===== config.mk =====
export PLATFORM = sky130hd
export DESIGN_NAME = rv_core_top
export DESIGN_NICKNAME = d
export VERILOG_FILES = /design/src/hw/rv_pkg.sv /design/src/hw/rv_decoder.sv /design/src/hw/rv_regfile.sv /design/src/hw/rv_execute.sv /design/src/hw/rv_lsu.sv /design/src/hw/rv_pc_unit.sv /design/src/hw/rv_core_top.sv
export SDC_FILE = /design/constraint.sdc
export NUM_CORES = 2
export LEC_CHECK = 0
export BUFFER_PORTS_ARGS = -buffer_cell sky130_fd_sc_hd__buf_2
export CORE_ASPECT_RATIO = 0.6
export CORE_MARGIN = 1.5
export CORE_UTILIZATION = 38
export DETAILED_ROUTE_END_ITERATION = 10
export SKIP_LAST_GASP = 1
export SLEW_MARGIN = 0
export SYNTH_ARGS = -nofsm -noshare
export SYNTH_HDL_FRONTEND = slang
export SYNTH_SLANG_ARGS = --single-unit

===== constraint.sdc =====
create_clock -name clk -period 5.35 [get_ports clk]
set_input_delay 0 -clock clk [delete_from_list [all_inputs] [get_ports clk]]
set_output_delay 0 -clock clk [all_outputs]
set_load 0.05 [all_outputs]

===== src/hw/rv_pkg.sv =====
`default_nettype none

package rv_pkg;

  typedef logic [31:0] word_t;
  typedef logic [4:0]  reg_addr_t;
  typedef logic [2:0]  funct3_t;
  typedef logic [3:0]  byte_sel_t;
  typedef logic [6:0]  opcode_t;

  // base opcodes of the supported subset
  localparam opcode_t op_imm   = 7'b001_0011;
  localparam opcode_t op_lui   = 7'b011_0111;
  localparam opcode_t op_auipc = 7'b001_0111;
  localparam opcode_t op_jal   = 7'b110_1111;
  localparam opcode_t op_jalr  = 7'b110_0111;
  localparam opcode_t op_load  = 7'b000_0011;
  localparam opcode_t op_store = 7'b010_0011;

  typedef enum logic {
    src_rs1,
    src_pc
  } src_a_e;

  typedef enum logic [1:0] {
    wb_sum,  // adder result
    wb_pc4,  // link address
    wb_load
  } wb_src_e;

  typedef struct packed {
    reg_addr_t rs1;
    reg_addr_t rs2;
    reg_addr_t rd;
    funct3_t   funct3;    // access width and sign for loads and stores
    word_t     imm;
    src_a_e    src_a;
    wb_src_e   wb_src;
    logic      reg_write;
    logic      mem_read;
    logic      mem_write;
    logic      jump;
  } ctrl_t;

  // wishbone classic master outputs
  typedef struct packed {
    logic      cyc;
    logic      stb;
    logic      we;
    word_t     adr;
    word_t     dat;
    byte_sel_t sel;
  } wb_req_t;

  typedef struct packed {
    logic  ack;
    word_t dat;
  } wb_rsp_t;

  typedef enum logic {
    lsu_idle,
    lsu_bus
  } lsu_state_e;

endpackage

`default_nettype wire


===== src/hw/rv_decoder.sv =====
`timescale 1ns/1ps
`default_nettype none

module rv_decoder (
  input  rv_pkg::word_t inst,
  output rv_pkg::ctrl_t ctrl
);

  rv_pkg::opcode_t opcode;
  rv_pkg::word_t   imm_i;
  rv_pkg::word_t   imm_s;
  rv_pkg::word_t   imm_u;
  rv_pkg::word_t   imm_j;

  assign opcode = inst[6:0];

  // sign-extended immediates of each format
  assign imm_i = {{20{inst[31]}}, inst[31:20]};
  assign imm_s = {{20{inst[31]}}, inst[31:25], inst[11:7]};
  assign imm_u = {inst[31:12], 12'h000};
  assign imm_j = {{12{inst[31]}}, inst[19:12], inst[20], inst[30:21], 1'b0};

  always_comb begin
    ctrl           = '0;  // unknown opcode falls through as a no-op
    ctrl.rs1       = inst[19:15];
    ctrl.rs2       = inst[24:20];
    ctrl.rd        = inst[11:7];
    ctrl.funct3    = inst[14:12];
    ctrl.imm       = imm_i;
    ctrl.src_a     = rv_pkg::src_rs1;
    ctrl.wb_src    = rv_pkg::wb_sum;

    case (opcode)
      rv_pkg::op_imm: begin
        // only addi is kept, other alu immediates retire without effect
        ctrl.reg_write = (inst[14:12] == 3'b000);
      end
      rv_pkg::op_lui: begin
        ctrl.rs1       = '0;  // x0 plus the upper immediate
        ctrl.imm       = imm_u;
        ctrl.reg_write = 1'b1;
      end
      rv_pkg::op_auipc: begin
        ctrl.src_a     = rv_pkg::src_pc;
        ctrl.imm       = imm_u;
        ctrl.reg_write = 1'b1;
      end
      rv_pkg::op_jal: begin
        ctrl.src_a     = rv_pkg::src_pc;
        ctrl.imm       = imm_j;
        ctrl.wb_src    = rv_pkg::wb_pc4;
        ctrl.reg_write = 1'b1;
        ctrl.jump      = 1'b1;
      end
      rv_pkg::op_jalr: begin
        ctrl.wb_src    = rv_pkg::wb_pc4;
        ctrl.reg_write = 1'b1;
        ctrl.jump      = 1'b1;
      end
      rv_pkg::op_load: begin
        ctrl.wb_src    = rv_pkg::wb_load;
        ctrl.reg_write = 1'b1;
        ctrl.mem_read  = 1'b1;
      end
      rv_pkg::op_store: begin
        ctrl.imm       = imm_s;
        ctrl.mem_write = 1'b1;
      end
      default: begin
        ctrl.reg_write = 1'b0;
      end
    endcase
  end

endmodule

`default_nettype wire


===== src/hw/rv_regfile.sv =====
`timescale 1ns/1ps
`default_nettype none

module rv_regfile (
  input  wire           clk,
  input  rv_pkg::ctrl_t ctrl,
  input  wire           retire,
  input  rv_pkg::word_t wdata,
  output rv_pkg::word_t rs1_data,
  output rv_pkg::word_t rs2_data
);

  rv_pkg::word_t regs [32];

  logic write_en;

  // commit only once the instruction actually retires
  assign write_en = retire && ctrl.reg_write && (ctrl.rd != '0);

  always_ff @(posedge clk) begin
    if (write_en) begin
      regs[ctrl.rd] <= wdata;
    end
  end

  // x0 always reads as zero
  assign rs1_data = (ctrl.rs1 == '0) ? '0 : regs[ctrl.rs1];
  assign rs2_data = (ctrl.rs2 == '0) ? '0 : regs[ctrl.rs2];

endmodule

`default_nettype wire


===== src/hw/rv_execute.sv =====
`timescale 1ns/1ps
`default_nettype none

module rv_execute (
  input  rv_pkg::ctrl_t ctrl,
  input  rv_pkg::word_t pc,
  input  rv_pkg::word_t rs1_data,
  input  rv_pkg::word_t load_data,
  output rv_pkg::word_t sum,
  output rv_pkg::word_t wdata
);

  rv_pkg::word_t op_a;
  rv_pkg::word_t pc_seq;

  // one adder serves addresses, jump targets and addi
  assign op_a = (ctrl.src_a == rv_pkg::src_pc) ? pc : rs1_data;
  assign sum  = op_a + ctrl.imm;

  assign pc_seq = pc + 32'd4;  // link value for jal and jalr

  always_comb begin
    case (ctrl.wb_src)
      rv_pkg::wb_pc4:  wdata = pc_seq;
      rv_pkg::wb_load: wdata = load_data;
      default:         wdata = sum;
    endcase
  end

endmodule

`default_nettype wire


===== src/hw/rv_lsu.sv =====
`timescale 1ns/1ps
`default_nettype none

module rv_lsu (
  input  wire             clk,
  input  wire             reset,
  input  rv_pkg::ctrl_t   ctrl,
  input  rv_pkg::word_t   sum,
  input  rv_pkg::word_t   rs2_data,
  output rv_pkg::wb_req_t wb_req,
  input  rv_pkg::wb_rsp_t wb_rsp,
  output rv_pkg::word_t   load_data,
  output logic            retire
);

  rv_pkg::lsu_state_e state;

  logic              mem_op;
  logic              we_q;
  rv_pkg::word_t     adr_q;
  rv_pkg::word_t     dat_q;
  rv_pkg::byte_sel_t sel_q;
  rv_pkg::byte_sel_t sel_next;
  rv_pkg::word_t     dat_next;
  logic [7:0]        load_byte;
  logic [15:0]       load_half;

  assign mem_op = ctrl.mem_read || ctrl.mem_write;

  // lane select from width and low address bits, natural alignment assumed
  always_comb begin
    case (ctrl.funct3[1:0])
      2'b00: begin
        sel_next = 4'b0001 << sum[1:0];
        dat_next = {4{rs2_data[7:0]}};
      end
      2'b01: begin
        sel_next = sum[1] ? 4'b1100 : 4'b0011;
        dat_next = {2{rs2_data[15:0]}};
      end
      default: begin
        sel_next = 4'b1111;
        dat_next = rs2_data;
      end
    endcase
  end

  always_ff @(posedge clk) begin
    if (reset) begin
      state <= rv_pkg::lsu_idle;
      we_q  <= 1'b0;
    end else begin
      case (state)
        rv_pkg::lsu_idle: begin
          if (mem_op) begin
            state <= rv_pkg::lsu_bus;
            we_q  <= ctrl.mem_write;
          end
        end
        default: begin
          if (wb_rsp.ack) begin  // cycle ends, drop cyc and stb next cycle
            state <= rv_pkg::lsu_idle;
            we_q  <= 1'b0;
          end
        end
      endcase
    end
  end

  // request payload held stable for the whole access
  always_ff @(posedge clk) begin
    if (state == rv_pkg::lsu_idle && mem_op) begin
      adr_q <= {sum[31:2], 2'b00};
      dat_q <= dat_next;
      sel_q <= sel_next;
    end
  end

  assign wb_req.cyc = (state == rv_pkg::lsu_bus);
  assign wb_req.stb = (state == rv_pkg::lsu_bus);
  assign wb_req.we  = we_q;
  assign wb_req.adr = adr_q;
  assign wb_req.dat = dat_q;
  assign wb_req.sel = sel_q;

  // pick the addressed lane out of the returned word
  always_comb begin
    case (sum[1:0])
      2'b01:   load_byte = wb_rsp.dat[15:8];
      2'b10:   load_byte = wb_rsp.dat[23:16];
      2'b11:   load_byte = wb_rsp.dat[31:24];
      default: load_byte = wb_rsp.dat[7:0];
    endcase
  end

  assign load_half = sum[1] ? wb_rsp.dat[31:16] : wb_rsp.dat[15:0];

  always_comb begin
    case (ctrl.funct3)
      3'b000:  load_data = {{24{load_byte[7]}}, load_byte};   // lb
      3'b001:  load_data = {{16{load_half[15]}}, load_half};  // lh
      3'b100:  load_data = {24'h000000, load_byte};           // lbu
      3'b101:  load_data = {16'h0000, load_half};             // lhu
      default: load_data = wb_rsp.dat;
    endcase
  end

  // non-memory ops retire at once, memory ops on ack
  always_comb begin
    if (reset) begin
      retire = 1'b0;
    end else if (state == rv_pkg::lsu_idle) begin
      retire = !mem_op;
    end else begin
      retire = wb_rsp.ack;
    end
  end

endmodule

`default_nettype wire


===== src/hw/rv_pc_unit.sv =====
`timescale 1ns/1ps
`default_nettype none

module rv_pc_unit #(
  parameter rv_pkg::word_t RESET_PC = 32'h8000_0000
) (
  input  wire           clk,
  input  wire           reset,
  input  rv_pkg::ctrl_t ctrl,
  input  wire           retire,
  input  rv_pkg::word_t sum,
  output rv_pkg::word_t pc
);

  rv_pkg::word_t pc_next;

  // jalr target has bit 0 cleared, jal target is even already
  assign pc_next = ctrl.jump ? {sum[31:1], 1'b0} : pc + 32'd4;

  always_ff @(posedge clk) begin
    if (reset) begin
      pc <= RESET_PC;
    end else if (retire) begin  // held while a bus access waits
      pc <= pc_next;
    end
  end

endmodule

`default_nettype wire


===== src/hw/rv_core_top.sv =====
`timescale 1ns/1ps
`default_nettype none

module rv_core_top #(
  parameter rv_pkg::word_t RESET_PC = 32'h8000_0000
) (
  input  wire             clk,
  input  wire             reset,
  input  rv_pkg::word_t   inst,    // instruction at pc
  output rv_pkg::word_t   pc,
  output logic            retire,
  output rv_pkg::wb_req_t wb_req,  // data port
  input  rv_pkg::wb_rsp_t wb_rsp
);

  rv_pkg::ctrl_t ctrl;
  rv_pkg::word_t rs1_data;
  rv_pkg::word_t rs2_data;
  rv_pkg::word_t sum;
  rv_pkg::word_t wdata;
  rv_pkg::word_t load_data;

  rv_decoder i_decoder (
    .inst (inst),
    .ctrl (ctrl)
  );

  rv_regfile i_regfile (
    .clk      (clk),
    .ctrl     (ctrl),
    .retire   (retire),
    .wdata    (wdata),
    .rs1_data (rs1_data),
    .rs2_data (rs2_data)
  );

  rv_execute i_execute (
    .ctrl      (ctrl),
    .pc        (pc),
    .rs1_data  (rs1_data),
    .load_data (load_data),
    .sum       (sum),
    .wdata     (wdata)
  );

  rv_lsu i_lsu (
    .clk       (clk),
    .reset     (reset),
    .ctrl      (ctrl),
    .sum       (sum),
    .rs2_data  (rs2_data),
    .wb_req    (wb_req),
    .wb_rsp    (wb_rsp),
    .load_data (load_data),
    .retire    (retire)
  );

  rv_pc_unit #(
    .RESET_PC (RESET_PC)
  ) i_pc_unit (
    .clk    (clk),
    .reset  (reset),
    .ctrl   (ctrl),
    .retire (retire),
    .sum    (sum),
    .pc     (pc)
  );

endmodule

`default_nettype wire


==> impl_metrics.json <==
{
  "remaining_drc_errors": 0,
  "drive_gt1_frac": 0.251,
  "die_width_um": 496,
  "cap_violations": 0,
  "critPathLaunch": "i_regfile.regs[31][14]",
  "leakage_uw": 0.0222,
  "dieArea_um2": 148000,
  "yosysSeqAreaShare": 0.602,
  "start_util": 0.383,
  "grt_overflow_total": 0,
  "hold_class": "primary input to register",
  "vias": 40925,
  "synth_flop_cell": "edfxtp_1",
  "synthesis.area_um2": 55400,
  "antenna_found_initial": 6,
  "clk_latency_ns": 0.74,
  "cp.arrival_ns": 5.89,
  "fin_cells": 6348,
  "gp_congestion": 1.02,
  "synthCells": 4007,
  "ys_types": 76,
  "finalWirelength_um": 212000,
  "fin_crit_ns": 5.33,
  "setup_viol": 0,
  "ant_nets": 0,
  "cts_setup_buffers": 0,
  "wl_per_cell_um": 33.3,
  "cp-start-kind": "register",
  "synthTopCellsByCount": "edfxtp_1, nand2_1, mux4_2",
  "rows": 108,
  "seq_area_um2": 33400,
  "fillCellCount": 12685,
  "io_pins": 171,
  "reg2regPathDepth": 21,
  "power.density_nw_per_um2": 345,
  "clock_path_buffers": 3,
  "drtPass1Iterations": 10,
  "fin_crit_sh": 0.996,
  "die_y_um": 299,
  "rr_startpoint": "i_regfile.regs[31][14]",
  "synth_area_leaders": "edfxtp_1, mux4_2, nand2_1",
  "numCtsBuffers": 101,
  "htreeDepth": 3,
  "worstPathMaxFanout": 32,
  "rrSetupSlack_ns": 0.02,
  "hold_slack_ns": 0.0386,
  "drt_iter0_markers": 7041,
  "synth_area_leader_cell": "edfxtp_1",
  "grt_pass1_wl_um": 295000,
  "crit_type": "register to register",
  "drv_slew": 0,
  "grt.total_usage": 0.281,
  "grt_setup_unrepaired": "no",
  "io_buffer_count": 167,
  "core_um2": 145000,
  "ys_seq_elements": 1123,
  "syn2layout_area_growth_pct": 17.5,
  "grt_pass1_vias": 38241,
  "crit_path_end": "i_regfile.regs[26][22]",
  "clk_pin_slew_ns": 0.07,
  "critPathRequiredTime_ns": 5.91,
  "synth_edf_count": 1090,
  "yosysWarnings": 0,
  "crit_path_end_kind": "register",
  "max-slew-margin-rel": 0.0837,
  "cts.sinks": 1123,
  "multiInputGateArea_um2": 21100,
  "ir_drop_mv": 0.300,
  "cts_tree": "built",
  "synthArstFlopShare": 0,
  "root_buffer": "clkbuf_16",
  "dpl.cell_count": 6156,
  "grt_max_degree": 113,
  "worstMarginPinSlew_ns": 1.34,
  "final_util": 0.450,
  "fmax_mhz": 188,
  "nets": 4443,
  "r2r_end": "i_regfile.regs[26][22]",
  "status": "complete, no violations",
  "finClkSkew_ns": 0.0344,
  "dp_hpwl_um": 134000,
  "syn_avg_cell_area_um2": 13.8,
  "synth.most_common_cell": "edfxtp_1",
  "viasPerCell": 6.45,
  "hold_viol_final": 0,
  "netlist.area_leader.share": 0.590
}
[report_power, final]
| part | switching, µW | internal, µW | total (µW) | leakage [µW] |
|---|---|---|---|---|
| Sequential | 50.8 | 10600 | 10700 | 0.0101 |
| Combinational | 2760 | 1530 | 4290 | 0.0105 |
| Clock | 3450 | 4040 | 7490 | 0.00160 |
| Total | 6260 | 16200 | 22500 | 0.0222 |
[worst max-delay path, cell delays in order, from the launching register on]
cell and delay [ns]:
edfxtp_1 0.41, mux2_1 0.32, a222oi_1 0.32, nor2_1 0.08, a211oi_1 0.22, buf_4 0.16, nor3_1 0.05, a41oi_1 0.34
buf_4 0.22, o21ai_1 0.13, ha_1 0.47, nand4_1 0.23, nor2_1 0.22, nand4_1 0.19, buf_4 0.18, o211ai_1 0.20
buf_4 0.18, buf_4 0.11, xor2_2 0.35, inv_1 0.14, a21oi_2 0.37, buf_12 0.23
[registers in the layout, indices dropped and copies added, names as in the netlist]
register,cells
i_regfile.regs,1024
i_lsu.dat_q,32
i_pc_unit.pc,31
i_lsu.adr_q,30
i_lsu.sel_q,4
i_lsu.state,1
i_lsu.we_q,1
[cell families after synthesis]
group,share of synthesized area
DFF,0.602
and+or+nand+nor,0.0827
AOI/OAI and AO/OA,0.105
muxes,0.164
buffers and inverters,0.0291
xor gates and xnor gates,0.00853
adders and majority gates,0.00804
other,0.0000677
[repair_timing]
item / in CTS / in global routing
resized for setup: 0 / 5
hold buffers: 7 / 0
endpoints found under the setup margin: 0 / 192
hold endpoints to repair: 29 / 0
[layer usage]
| metal | wire length, µm | track usage |
|---|---|---|
| met5 | 195 | 0.00730 |
| met2 | 84000 | 0.373 |
| met1 | 85200 | 0.419 |
| met3 | 35700 | 0.110 |
| met4 | 6570 | 0.0772 |
[worst min-delay path by stage]
stage	end	cells past startpoint	slack, ns	startpoint
finish	i_lsu.adr_q[24]	4	0.04	inst[4]
global route	i_lsu.adr_q[24]	4	0.04	inst[4]
CTS	i_lsu.adr_q[24]	4	0.003	inst[4]
detailed placement	i_lsu.we_q	4	0.48	inst[5]
global placement	i_lsu.we_q	4	0.48	inst[5]
floorplan	i_lsu.we_q	2	0.16	inst[5]
[metrics by stage]
stage          total power [µW]  setup TNS (ns)  setup slack (ns)  cell area (µm²)
6_report                  22500               0            0.0201            65100
5_1_grt                   23000               0            0.0718            65100
4_1_cts                   22300               0             0.109            65100
3_5_place_dp              15000          -57.81            -0.492            61700
3_3_place_gp              15000          -75.09            -0.511            61700
2_1_floorplan             12800               0            0.0235            55600
[cells in the final DEF, fill, tap and decap left out, types with 28 or more instances in the layout]
cell and instances:
a221oi_1 101, o211ai_1 33, a21oi_1 142, clkbuf_16 102
mux4_2 324, nand2_1 525, o21ai_0 159, nor3_1 37
ha_1 33, buf_12 93, nand3_1 162, a211oi_1 68
inv_1 57, a31oi_1 63, conb_1 35, buf_4 263
buf_2 161, nor2_4 36, nor2_1 131, dfxtp_1 33
edfxtp_1 1090, o21ai_1 46, mux2i_1 121, xnor2_1 28
nand2b_1 28, a222oi_1 62, nor2b_1 34, a21o_1 35
o22ai_1 35
[layout make-up]
| class | instances | area share |
|---|---|---|
| diodes | 2 | 0.0000768 |
| clock buffers | 115 | 0.0399 |
| clock inverters | 68 | 0.0106 |
| inverters | 59 | 0.00340 |
| multi-input cells | 2528 | 0.323 |
| flip-flops and latches | 1123 | 0.513 |
| well taps | 1925 | 0.0370 |
| repair buffers | 528 | 0.0731 |
No activity file was read; power rests on OpenSTA's default activity.
